## src/design/pipe_core_params.svh

```systemverilog
`ifndef PIPE_CORE_PARAMS_SVH
`define PIPE_CORE_PARAMS_SVH

// datapath and instruction word width
`define PC_DATA_W 32

// architectural register count
`define PC_REG_NUM 32

// register index width, log2 of PC_REG_NUM
`define PC_REG_IDX_W 5

// opcode field, low bits of the word
`define PC_OPC_W 4

// signed immediate of the I-type view
`define PC_IMM_W 18

`endif
```

## src/design/pipe_core_pkg.sv

```systemverilog
`include "pipe_core_params.svh"

package pipe_core_pkg;

    // defined opcodes, bit 3 marks I-type
    typedef enum logic [`PC_OPC_W-1:0] {
        OP_ADD  = 4'd0,
        OP_SUB  = 4'd1,
        OP_AND  = 4'd2,
        OP_OR   = 4'd3,
        OP_XOR  = 4'd4,
        OP_ADDI = 4'd8,
        OP_ANDI = 4'd9,
        OP_ORI  = 4'd10
    } opcode_e;

    // R-type view, bits 31..19 unused
    typedef struct packed {
        logic [12:0]               unused;
        logic [`PC_REG_IDX_W-1:0]  rs2;
        logic [`PC_REG_IDX_W-1:0]  rs1;
        logic [`PC_REG_IDX_W-1:0]  rd;
        logic [`PC_OPC_W-1:0]      opc;
    } r_fields_t;

    // I-type view, rs2 bits reused as low immediate bits
    typedef struct packed {
        logic [`PC_IMM_W-1:0]      imm;
        logic [`PC_REG_IDX_W-1:0]  rs1;
        logic [`PC_REG_IDX_W-1:0]  rd;
        logic [`PC_OPC_W-1:0]      opc;
    } i_fields_t;

    // one instruction word, two decodings
    typedef union packed {
        r_fields_t r;
        i_fields_t i;
    } inst_u;

    // decode register contents
    typedef struct packed {
        logic [`PC_DATA_W-1:0]     inst;
        logic [`PC_REG_IDX_W-1:0]  rs1;
        logic [`PC_REG_IDX_W-1:0]  rs2;
        logic [`PC_REG_IDX_W-1:0]  rd;
        logic                      wen;
        logic                      is_i;
        logic [`PC_DATA_W-1:0]     imm;
        opcode_e                   opc;
    } dec_t;

    // one computed result, also the commit record
    typedef struct packed {
        logic [`PC_DATA_W-1:0]     inst;
        logic [`PC_REG_IDX_W-1:0]  rd;
        logic                      wen;
        logic [`PC_DATA_W-1:0]     data;
    } res_t;

    // forwarding source seen by the bypass
    typedef struct packed {
        logic                      valid;
        logic [`PC_REG_IDX_W-1:0]  rd;
        logic [`PC_DATA_W-1:0]     data;
    } fwd_t;

endpackage

```

## src/design/pipe_core_top.sv

```systemverilog
`timescale 1ns/1ps
`include "pipe_core_params.svh"

module pipe_core_top (
    input  logic                      clk,
    input  logic                      arst_n,
    input  logic                      in_valid,
    input  pipe_core_pkg::inst_u      in_inst,
    output logic                      in_ready,
    output logic                      commit_valid,
    input  logic                      commit_ready,
    output pipe_core_pkg::res_t       commit,
    input  logic [`PC_REG_IDX_W-1:0]  dbg_reg_num,
    output logic [`PC_DATA_W-1:0]     dbg_reg_data
);
    import pipe_core_pkg::*;

    // decode to execute link
    logic                      dec_valid;
    logic                      dec_ready;
    dec_t                      dec;

    // execute to writeback link
    logic                      ex_valid;
    logic                      ex_ready;
    res_t                      ex;

    // operand read path
    logic [`PC_REG_IDX_W-1:0]  rs1_idx;
    logic [`PC_REG_IDX_W-1:0]  rs2_idx;
    logic [`PC_DATA_W-1:0]     rs1_raw;
    logic [`PC_DATA_W-1:0]     rs2_raw;
    logic [`PC_DATA_W-1:0]     rs1_data;
    logic [`PC_DATA_W-1:0]     rs2_data;
    fwd_t                      ex_fwd;
    fwd_t                      wb_fwd;

    // register file write from commit
    logic                      rf_wen;
    logic [`PC_REG_IDX_W-1:0]  rf_widx;
    logic [`PC_DATA_W-1:0]     rf_wdata;

    decode_stage u_decode (
        .clk      (clk),
        .arst_n   (arst_n),
        .in_valid (in_valid),
        .in_inst  (in_inst),
        .in_ready (in_ready),
        .dec_valid(dec_valid),
        .dec_ready(dec_ready),
        .dec      (dec),
        .rs1_idx  (rs1_idx),
        .rs2_idx  (rs2_idx)
    );

    reg_file u_rf (
        .clk     (clk),
        .arst_n  (arst_n),
        .rs1_idx (rs1_idx),
        .rs2_idx (rs2_idx),
        .dbg_idx (dbg_reg_num),
        .rf_wen  (rf_wen),
        .rf_widx (rf_widx),
        .rf_wdata(rf_wdata),
        .rs1_raw (rs1_raw),
        .rs2_raw (rs2_raw),
        .dbg_data(dbg_reg_data)
    );

    operand_bypass u_bypass (
        .rs1_idx (rs1_idx),
        .rs2_idx (rs2_idx),
        .rs1_raw (rs1_raw),
        .rs2_raw (rs2_raw),
        .ex_fwd  (ex_fwd),
        .wb_fwd  (wb_fwd),
        .rs1_data(rs1_data),
        .rs2_data(rs2_data)
    );

    alu_execute u_execute (
        .clk      (clk),
        .arst_n   (arst_n),
        .dec_valid(dec_valid),
        .dec_ready(dec_ready),
        .dec      (dec),
        .rs1_data (rs1_data),
        .rs2_data (rs2_data),
        .ex_valid (ex_valid),
        .ex_ready (ex_ready),
        .ex       (ex),
        .ex_fwd   (ex_fwd)
    );

    writeback_stage u_writeback (
        .clk         (clk),
        .arst_n      (arst_n),
        .ex_valid    (ex_valid),
        .ex_ready    (ex_ready),
        .ex          (ex),
        .commit_valid(commit_valid),
        .commit_ready(commit_ready),
        .commit      (commit),
        .wb_fwd      (wb_fwd),
        .rf_wen      (rf_wen),
        .rf_widx     (rf_widx),
        .rf_wdata    (rf_wdata)
    );

endmodule

```

## src/design/writeback_stage.sv

```systemverilog
`timescale 1ns/1ps
`include "pipe_core_params.svh"

module writeback_stage (
    input  logic                      clk,
    input  logic                      arst_n,
    input  logic                      ex_valid,
    output logic                      ex_ready,
    input  pipe_core_pkg::res_t       ex,
    output logic                      commit_valid,
    input  logic                      commit_ready,
    output pipe_core_pkg::res_t       commit,
    output pipe_core_pkg::fwd_t       wb_fwd,
    output logic                      rf_wen,
    output logic [`PC_REG_IDX_W-1:0]  rf_widx,
    output logic [`PC_DATA_W-1:0]     rf_wdata
);
    import pipe_core_pkg::*;

    logic commit_fire;

    assign ex_ready    = !commit_valid || commit_ready;
    assign commit_fire = commit_valid && commit_ready;

    always_ff @(posedge clk or negedge arst_n) begin
        if (!arst_n) begin
            commit_valid <= 1'b0;
        end else if (ex_ready) begin
            commit_valid <= ex_valid;
        end
    end

    // commit record, stable under back-pressure
    always_ff @(posedge clk) begin
        if (ex_valid && ex_ready) begin
            commit <= ex;
        end
    end

    // forward while held, rf takes it only on commit
    assign wb_fwd.valid = commit_valid && commit.wen;
    assign wb_fwd.rd    = commit.rd;
    assign wb_fwd.data  = commit.data;

    assign rf_wen   = commit_fire && commit.wen;
    assign rf_widx  = commit.rd;
    assign rf_wdata = commit.data;

endmodule

```

## src/design/alu_execute.sv

```systemverilog
`timescale 1ns/1ps
`include "pipe_core_params.svh"

module alu_execute (
    input  logic                      clk,
    input  logic                      arst_n,
    input  logic                      dec_valid,
    output logic                      dec_ready,
    input  pipe_core_pkg::dec_t       dec,
    input  logic [`PC_DATA_W-1:0]     rs1_data,
    input  logic [`PC_DATA_W-1:0]     rs2_data,
    output logic                      ex_valid,
    input  logic                      ex_ready,
    output pipe_core_pkg::res_t       ex,
    output pipe_core_pkg::fwd_t       ex_fwd
);
    import pipe_core_pkg::*;

    logic [`PC_DATA_W-1:0] op_b;
    logic [`PC_DATA_W-1:0] alu_res;
    logic                  accept;

    assign dec_ready = !ex_valid || ex_ready;
    assign accept    = dec_valid && dec_ready;

    // immediate replaces rs2 for I-type
    assign op_b = dec.is_i ? dec.imm : rs2_data;

    always_comb begin
        case (dec.opc)
            OP_ADD, OP_ADDI: alu_res = rs1_data + op_b;
            OP_SUB:          alu_res = rs1_data - op_b;
            OP_AND, OP_ANDI: alu_res = rs1_data & op_b;
            OP_OR,  OP_ORI:  alu_res = rs1_data | op_b;
            OP_XOR:          alu_res = rs1_data ^ op_b;
            // no-op result
            default:         alu_res = '0;
        endcase
    end

    always_ff @(posedge clk or negedge arst_n) begin
        if (!arst_n) begin
            ex_valid <= 1'b0;
        end else if (dec_ready) begin
            ex_valid <= dec_valid;
        end
    end

    // result register
    always_ff @(posedge clk) begin
        if (accept) begin
            ex.inst <= dec.inst;
            ex.rd   <= dec.rd;
            ex.wen  <= dec.wen;
            ex.data <= alu_res;
        end
    end

    // forward straight from the held register
    assign ex_fwd.valid = ex_valid && ex.wen;
    assign ex_fwd.rd    = ex.rd;
    assign ex_fwd.data  = ex.data;

endmodule

```

## src/design/decode_stage.sv

```systemverilog
`timescale 1ns/1ps
`include "pipe_core_params.svh"

module decode_stage (
    input  logic                      clk,
    input  logic                      arst_n,
    input  logic                      in_valid,
    input  pipe_core_pkg::inst_u      in_inst,
    output logic                      in_ready,
    output logic                      dec_valid,
    input  logic                      dec_ready,
    output pipe_core_pkg::dec_t       dec,
    output logic [`PC_REG_IDX_W-1:0]  rs1_idx,
    output logic [`PC_REG_IDX_W-1:0]  rs2_idx
);
    import pipe_core_pkg::*;

    dec_t dec_next;
    logic defined;
    logic accept;

    // empty, or draining into execute this cycle
    assign in_ready = !dec_valid || dec_ready;
    assign accept   = in_valid && in_ready;

    // opcode outside the table commits as a no-op
    always_comb begin
        case (in_inst.r.opc)
            OP_ADD, OP_SUB, OP_AND, OP_OR, OP_XOR,
            OP_ADDI, OP_ANDI, OP_ORI: defined = 1'b1;
            default: defined = 1'b0;
        endcase
    end

    always_comb begin
        dec_next.inst = in_inst;
        dec_next.opc  = opcode_e'(in_inst.r.opc);
        dec_next.rd   = in_inst.r.rd;
        dec_next.rs1  = in_inst.r.rs1;
        // opcode bit 3 picks the I view
        dec_next.is_i = in_inst.r.opc[`PC_OPC_W-1];
        // I-type has no rs2, those bits are immediate
        if (dec_next.is_i) begin
            dec_next.rs2 = '0;
            dec_next.imm = {{(`PC_DATA_W-`PC_IMM_W){in_inst.i.imm[`PC_IMM_W-1]}},
                            in_inst.i.imm};
        end else begin
            dec_next.rs2 = in_inst.r.rs2;
            dec_next.imm = '0;
        end
        // writes to r0 dropped here, bypass relies on it
        dec_next.wen  = defined && (in_inst.r.rd != '0);
    end

    // stage valid
    always_ff @(posedge clk or negedge arst_n) begin
        if (!arst_n) begin
            dec_valid <= 1'b0;
        end else if (in_ready) begin
            dec_valid <= in_valid;
        end
    end

    // decoded payload, held while stalled
    always_ff @(posedge clk) begin
        if (accept) begin
            dec <= dec_next;
        end
    end

    // indices come from the held register
    // so forwarding keeps tracking younger results during a stall
    assign rs1_idx = dec.rs1;
    assign rs2_idx = dec.rs2;

endmodule

```

## src/design/operand_bypass.sv

```systemverilog
`timescale 1ns/1ps
`include "pipe_core_params.svh"

module operand_bypass (
    input  logic [`PC_REG_IDX_W-1:0]  rs1_idx,
    input  logic [`PC_REG_IDX_W-1:0]  rs2_idx,
    input  logic [`PC_DATA_W-1:0]     rs1_raw,
    input  logic [`PC_DATA_W-1:0]     rs2_raw,
    input  pipe_core_pkg::fwd_t       ex_fwd,
    input  pipe_core_pkg::fwd_t       wb_fwd,
    output logic [`PC_DATA_W-1:0]     rs1_data,
    output logic [`PC_DATA_W-1:0]     rs2_data
);
    import pipe_core_pkg::*;

    // youngest match wins, execute is one step younger than writeback
    // rd=0 never arrives with valid set, decode clears its write flag
    function automatic logic [`PC_DATA_W-1:0] pick(
        input logic [`PC_REG_IDX_W-1:0] idx,
        input logic [`PC_DATA_W-1:0]    raw
    );
        logic [`PC_DATA_W-1:0] val;
        val = raw;
        if (wb_fwd.valid && (wb_fwd.rd == idx)) begin
            val = wb_fwd.data;
        end
        if (ex_fwd.valid && (ex_fwd.rd == idx)) begin
            val = ex_fwd.data;
        end
        return val;
    endfunction

    // wb source also covers the write landing this edge
    assign rs1_data = pick(rs1_idx, rs1_raw);
    assign rs2_data = pick(rs2_idx, rs2_raw);

endmodule

```

## src/design/reg_file.sv

```systemverilog
`timescale 1ns/1ps
`include "pipe_core_params.svh"

module reg_file (
    input  logic                      clk,
    input  logic                      arst_n,
    input  logic [`PC_REG_IDX_W-1:0]  rs1_idx,
    input  logic [`PC_REG_IDX_W-1:0]  rs2_idx,
    input  logic [`PC_REG_IDX_W-1:0]  dbg_idx,
    input  logic                      rf_wen,
    input  logic [`PC_REG_IDX_W-1:0]  rf_widx,
    input  logic [`PC_DATA_W-1:0]     rf_wdata,
    output logic [`PC_DATA_W-1:0]     rs1_raw,
    output logic [`PC_DATA_W-1:0]     rs2_raw,
    output logic [`PC_DATA_W-1:0]     dbg_data
);
    // storage for r1..r31 only, r0 has no entry
    logic [`PC_DATA_W-1:0] regs [1:`PC_REG_NUM-1];

    // r0 hardwired to zero on every read port
    function automatic logic [`PC_DATA_W-1:0] rd_port(input logic [`PC_REG_IDX_W-1:0] idx);
        return (idx == '0) ? '0 : regs[idx];
    endfunction

    always_ff @(posedge clk or negedge arst_n) begin
        if (!arst_n) begin
            for (int i = 1; i < `PC_REG_NUM; i++) begin
                regs[i] <= '0;
            end
        end else if (rf_wen && (rf_widx != '0)) begin
            regs[rf_widx] <= rf_wdata;
        end
    end

    // three async read ports
    assign rs1_raw  = rd_port(rs1_idx);
    assign rs2_raw  = rd_port(rs2_idx);
    assign dbg_data = rd_port(dbg_idx);

endmodule

```

## config.mk

```make
export PLATFORM = sky130hd
export DESIGN_NAME = pipe_core_top
export DESIGN_NICKNAME = d
export VERILOG_FILES = /design/src/design/pipe_core_pkg.sv /design/src/design/pipe_core_top.sv /design/src/design/writeback_stage.sv /design/src/design/alu_execute.sv /design/src/design/decode_stage.sv /design/src/design/operand_bypass.sv /design/src/design/reg_file.sv
export VERILOG_INCLUDE_DIRS = /design/src /design/src/design
export SDC_FILE = /design/constraint.sdc
export NUM_CORES = 2
export LEC_CHECK = 0
export ABC_AREA = 0
export BUFFER_PORTS_ARGS = -buffer_cell sky130_fd_sc_hd__buf_2
export CORE_ASPECT_RATIO = 1.75
export CORE_MARGIN = 8
export CORE_UTILIZATION = 46
export DETAILED_ROUTE_END_ITERATION = 10
export SKIP_CTS_REPAIR_TIMING = 1
export SYNTH_ARGS = -nofsm -noshare
export SYNTH_HDL_FRONTEND = slang
export SYNTH_SLANG_ARGS = --single-unit
export TNS_END_PERCENT = 1
```

## constraint.sdc

```tcl
create_clock -name clk -period 6.8 [get_ports clk]
set_input_delay 1.36 -clock clk [delete_from_list [all_inputs] [get_ports clk]]
set_output_delay 1.36 -clock clk [all_outputs]
set_load 0.05 [all_outputs]
```

# [After elaboration in Yosys (flattened, before gate mapping)]
# Memories as Yosys holds them, arrays and structs flattened.
# Index checks and enable logic that the tools add are counted.
[word_totals] register_bits=1206 rom_bits=16 out_inout_bits=104 elab_cells=126 memories=1
[memory_table] name="(no name shown)" words=16 width=1 read_ports=1 rd_ports_with_merged_regs=0 write_ports=0 line_no="decode_stage.sv:28" rtl="case (in_inst.r.opc)"
[op_classes] add_sub_neg=2 n_lt_le_gt_ge=5 n_eq_ne=11 n_mux=21 bitwise_logic=7 n_reduce_logical=29
[ops] cell="$bwmux W992" n=1
[ops] cell="$bmux W32 S5" n=3
[ops] cell="$mux W32" n=15
[ops] cell="$demux W32 S5" n=1
[ops] cell="$pmux W32 S5" n=1
[ops] cell="$add A32 B32 Y32" n=1
[ops] cell="$and A32 B32 Y32" n=1
[ops] cell="$or A32 B32 Y32" n=1
[ops] cell="$sub A32 B32 Y32" n=1
[ops] cell="$xor A32 B32 Y32" n=1
[ops] cell="$ge A6 B6 Y1 const B" n=4
[ops] cell="$not A5 Y6" n=4
[ops] cell="$eq A5 B5 Y1" n=4
[ops] cell="$logic_not A5 Y1" n=3
[ops] cell="$logic_and A1 B1 Y1" n=14
[ops] cell="$eq A4 B4 Y1 const B" n=3
[ops] cell="$reduce_bool A5 Y1" n=2
[ops] cell="$eq A4 B2 Y1 const B" n=2
[ops] cell="$lt A6 B1 Y1 const B" n=1
[ops] cell="$reduce_or A2 Y1" n=3
[ops] cell="$eq A4 B1 Y1 const B" n=1
[ops] cell="$eq A4 B3 Y1 const B" n=1
[ops] cell="$logic_not A4 Y1" n=1
[ops] cell="$logic_not A1 Y1" n=3
[ops] cell="$logic_or A1 B1 Y1" n=3

# [Longest topological paths before layout]
[logic_depth] ltp_word=10 ltp_mapped=29 mapped_depth_nobuf=23

# [Modules after synthesis]
# From an unflattened synthesis, not the netlist that was laid out.
[unflattened] cells_unflattened=6083 hier_area_um2=75773.9
[by_module_without_submodules] module="reg_file" n_inst=1 cells_each=4648 area_each_um2=61694.2 seq_area_each_um2=24823.8
[by_module_without_submodules] module="alu_execute" n_inst=1 cells_each=788 area_each_um2=7118.1 seq_area_each_um2=2127.0
[by_module_without_submodules] module="writeback_stage" n_inst=1 cells_each=150 area_each_um2=2723.9 seq_area_each_um2=2127.0
[by_module_without_submodules] module="decode_stage" n_inst=1 cells_each=131 area_each_um2=2207.1 seq_area_each_um2=1706.6
[by_module_without_submodules] module="operand_bypass" n_inst=1 cells_each=366 area_each_um2=2030.7 seq_area_each_um2=0.0

# [Worst setup path before layout]
# OpenSTA, ideal clock, no wires.
[synth_timing] kind="reg-to-reg" start="register u_decode.rs1_idx[1] (netlist name)" end="register u_execute.ex[28] (netlist name)" t_arrival_ns=5.582 required_time_ns=6.531 path_slack_ns=0.949 path_stages_with_launch=23 period_less_slack_ns=5.851 path_cell_list="edfxtp_1 -> clkbuf_1 -> buf_1 -> clkbuf_1 -> clkbuf_1 -> buf_1 -> mux4_2 -> mux4_2 -> mux2i_1 -> o211ai_1 -> o21ai_0 -> ha_1 -> fa_1 -> nor2b_1 -> o21a_1 -> o31ai_1 -> o21ai_0 -> a22oi_1 -> o21ai_0 -> a31oi_1 -> o21ai_0 -> a311oi_1 -> o31ai_1"
[synth_between] elab_chain_len=9 word_cells_on_any_way=18 classes_between="2 x add/sub; 2 x eq/ne; 7 x mux; 4 x bitwise; 3 x reduce/logical"
[synth_rtl] element="$not A5 Y6 (not written as such)" line_no="reg_file.sv:22" rtl="return (idx == '0) ? '0 : regs[idx];"
[synth_rtl] element="$bmux W32 S5" line_no="reg_file.sv:22"
[synth_rtl] element="$mux W32 (not written as such) (2 in a row)" line_no="reg_file.sv:22"
[synth_rtl] element="$mux W32" line_no="reg_file.sv:22"
[synth_rtl] element="$mux W32" line_no="operand_bypass.sv:24" rtl="if (wb_fwd.valid && (wb_fwd.rd == idx)) begin"
[synth_rtl] element="$mux W32 *" line_no="operand_bypass.sv:27" rtl="if (ex_fwd.valid && (ex_fwd.rd == idx)) begin"
[synth_rtl] element="$sub A32 B32 Y32, or another cell as far along" line_no="alu_execute.sv:32" rtl="OP_SUB: alu_res = rs1_data - op_b;"
[synth_rtl] element="$pmux W32 S5 *" line_no="alu_execute.sv:30" rtl="case (dec.opc)"
# Mark *: on every way between the ends. The rest lies on a longest branch, timed or not. The select of a mux whose other input is x is not followed.
# A chain may end at the register's enable or synchronous reset.

# [Worst setup path in the final report]
[layout_timing] start="register u_decode.rs2_idx[2] (netlist name)" end="register u_execute.ex[31] (netlist name)"
[layout_between] elab_chain_len=10 word_cells_on_any_way=19 classes_between="2 x add/sub; 2 x eq/ne; 8 x mux; 4 x bitwise; 3 x reduce/logical"
[layout_rtl] element="$not A5 Y6 (not written as such)" line_no="reg_file.sv:22"
[layout_rtl] element="$bmux W32 S5" line_no="reg_file.sv:22"
[layout_rtl] element="$mux W32 (not written as such) (2 in a row)" line_no="reg_file.sv:22"
[layout_rtl] element="$mux W32" line_no="reg_file.sv:22"
[layout_rtl] element="$mux W32" line_no="operand_bypass.sv:24"
[layout_rtl] element="$mux W32 *" line_no="operand_bypass.sv:27"
[layout_rtl] element="$mux W32 *" line_no="alu_execute.sv:27" rtl="assign op_b = dec.is_i ? dec.imm : rs2_data;"
[layout_rtl] element="$sub A32 B32 Y32, or another cell as far along" line_no="alu_execute.sv:32"
[layout_rtl] element="$pmux W32 S5 *" line_no="alu_execute.sv:30"
# Marked as above.

==> metrics.cfg <==
[run_status]
status = complete, no violations

[pwr]
power_uw = 22700
leakage_uw = 0.0345
power_density_nw_per_um2 = 281
vdd_drop_max_mv = 0.241

[logic_synthesis]
syn_area_per_cell_um2 = 14.7
yosys_warnings = 0
synth.top_cell.area_share_pct = 34.2
yosysSeqAreaShare_pct = 41.9
syn_inst = 4960
synthArstFlopShare_pct = 84.3
ys_types = 87
synth_top_area_cell = dfrtp_1
synth_area_um2 = 72700
syn_nets = 5099
synth-edff-count = 186
synthFlopType = dfrtp_1
synth_area_leaders = dfrtp_1, mux4_2, mux2_2
synth_seq_cells = 1181

[clocking]
cts_buffer_depth = 3
root_buffer = clkbuf_16
cts_num_sinks = 1181
clk_pin_slew_ns = 0.08
numCtsBuffers = 115
clk_latency_ns = 0.75
cts_tree = done
htree_levels = 3

[timing]
skew_ns = 0.0348
rsz0062_at_grt = false
fin_tns_setup_ns = 0
period_share_pct = 97.2
worstMarginPinSlew_ns = 1.23
timing.fmax_mhz = 151
period_minus_slack_ns = 6.61
relSlewSlack_pct = 17.7
hold_viol_final = 0
slew_violations = 0
setup_viol = 0

[global_route]
grtUsageMet1_pct = 37.9
grt_use_total_pct = 30.3
gr-usage-met3_pct = 5.77
grt_pass1_wl_mm = 379
grt_max_degree = 154
grt_antenna_before_repair = 12
grt_overflow_total = 0
grtUsageMet2_pct = 49.4
grt_pass1_vias = 52000
grt_busiest_layer = met2

[hold_path]
hp-class = reg2reg
hold_path.startpoint = u_execute.ex[50]$_DFFE_PP_
hold_path_depth = 0
hold-path-endpoint = u_writeback.commit[50]$_DFFE_PP_

[setup_path]
cpMostUsedCell = o21ai_0
critPathMaxFanout = 49
slowest_delay_ns = 0.61
path_buf_inv = 3
rr_worst_depth = 24
end_kind = register
regToRegSetupSlack_ns = 0.19
cp.arrival_ns = 7.09
reg2reg_to = u_execute.ex[31]$_SDFFCE_PN0P_
crit_required_ns = 7.28
start_kind = register
reg2reg_from = u_decode.rs2_idx[2]$_SDFFCE_PP0P_
path_class = reg2reg
crit_slowest_cell = or4_4
worstPathCellList = buf_12, xor2_1, or4_4, o21ai_0, buf_4, a211oi_1, o31ai_2, nand3_1, or2_1, nor4_4, nor2_1, xnor2_1, ha_1, a21o_1, a21oi_1, nor2b_1, o21ai_0, o21ai_0, a21oi_1, buf_4, a22o_1, o2111ai_1, xnor3_1, o21ai_1
crit_family = compound AO/OA/AOI/OAI gates

[die]
rows = 193
start_util_pct = 46.2
die_w_um = 317
die-area_um2 = 172000
boundaryPins = 145
core_area_um2 = 157000
dieHeight_um = 542

[cells_and_area]
final_cell_mix = mux2_2, dfrtp_1, mux4_2
final_common_cell = mux2_2
final_cells = 7145
drive_gt1_share_pct = 51.6
nNetsFinal = 5135
synthToLayoutAreaGrowth_pct = 10.9

[drt]
num_vias = 49900
drt_iter0_markers = 4975
vias_per_cell = 6.98
drt-total-wl_mm = 261
drtPass1Iterations = 8
antenna_left = 0
wire_per_inst_um = 36.5
route.detailed.drc = 0

[placement]
hpwlAfterDp_mm = 166
port_buffers = 144
place_inst = 6925
place_congestion = 0.943

[run]
maxCapViolCount = 0

## power by group
group | leakage, µW | switching [µW] | internal (µW) | total (µW)
registers | 0.0152 | 1120 | 8390 | 9510
logic | 0.0173 | 3140 | 3230 | 6370
clock network | 0.00195 | 2980 | 3840 | 6810
total | 0.0345 | 7240 | 15500 | 22700
## worst max-delay path by stage
stage	endpoint	cells after the start	from
2_1_floorplan	u_execute.ex[28]$_SDFFCE_PN0P_	22	u_decode.rs1_idx[1]$_DFFE_PP_
3_5_place_dp	u_execute.ex[31]$_SDFFCE_PN0P_	24	u_decode.rs2_idx[2]$_SDFFCE_PP0P_
6_report	u_execute.ex[31]$_SDFFCE_PN0P_	24	u_decode.rs2_idx[2]$_SDFFCE_PP0P_
5_1_grt	u_execute.ex[31]$_SDFFCE_PN0P_	25	u_decode.rs2_idx[1]$_SDFFCE_PP0P_
3_3_place_gp	u_execute.ex[31]$_SDFFCE_PN0P_	24	u_decode.rs2_idx[2]$_SDFFCE_PP0P_
4_1_cts	u_execute.ex[31]$_SDFFCE_PN0P_	24	u_decode.rs2_idx[2]$_SDFFCE_PP0P_
## final cells by class
| class | count | area [µm²] |
|---|---|---|
| diodes | 3 | 7.51 |
| clock buffers | 167 | 3420 |
| clock inverters | 49 | 528 |
| fillers | 13200 | 76800 |
| inverters | 85 | 322 |
| multi-input cells | 3180 | 39900 |
| flip-flops and latches | 1181 | 30500 |
| well taps | 2047 | 2560 |
| repair buffers | 433 | 3460 |
## stage by stage
stage          cell area (µm²)  util [%]  hold slack [ns]  worst slack (ns)
2_1_floorplan            72700         -            0.400             0.949
3_3_place_gp             76600      48.7            0.401             0.256
3_5_place_dp             76600      48.7            0.405             0.254
4_1_cts                  80600      51.2            0.420             0.218
5_1_grt                  80600      51.2            0.426            0.0126
6_report                 80700      51.2            0.419             0.190
## synthesized netlist by cell type (7+ instances only)
master	n
a211oi_1	15
a21o_1	18
a21oi_1	59
a221oi_1	41
a22o_1	68
a22oi_1	33
a31oi_1	26
and2_1	29
and3_1	9
buf_1	119
buf_2	42
buf_4	23
buf_6	23
buf_8	7
clkbuf_1	299
dfrtp_1	995
edfxtp_1	186
ha_1	97
inv_1	82
mux2_2	1130
mux2i_1	109
mux4_2	787
nand2_1	139
nand2b_1	21
nand3_1	25
nand4_1	7
nor2_1	114
nor2b_1	17
nor3_1	16
nor3b_1	9
o211ai_1	45
o21a_1	37
o21ai_0	70
o21bai_1	9
o221ai_1	22
o22ai_1	15
o311ai_0	7
o31ai_1	12
or2_2	10
or4_1	14
xnor2_1	56
xor2_1	16
## sequential cells by signal (all words and copies together) (netlist names)
signal and flops:
u_rf.regs 992, u_execute.ex 65, u_decode.dec 47, u_writeback.rf_wdata 32, u_writeback.commit 29, u_decode.rs2_idx 5, u_decode.rs1_idx 4, u_writeback.rf_widx 4
u_decode.dec_valid 1, u_execute.ex_valid 1, u_writeback.commit_valid 1
## metal layers
| layer | wire (µm) | vias up | share of wire (%) |
|---|---|---|---|
| met5 | 27 | - | 0.010 |
| met4 | 17700 | 4 | 6.8 |
| met3 | 21600 | 756 | 8.3 |
| met2 | 126000 | 2550 | 48 |
| met1 | 95800 | 26900 | 37 |
| li1 | - | 19700 | - |
## cells by family after synthesis
family                     synth area share, %
buffers and inverters                     3.63
adders and majority gates                 1.70
and+or+nand+nor                           3.09
xor gates and xnor gates                 0.898
muxes                                     43.4
AOI/OAI and AO/OA                         5.38
DFF                                       41.9
(Power assumes the default switching activity.)
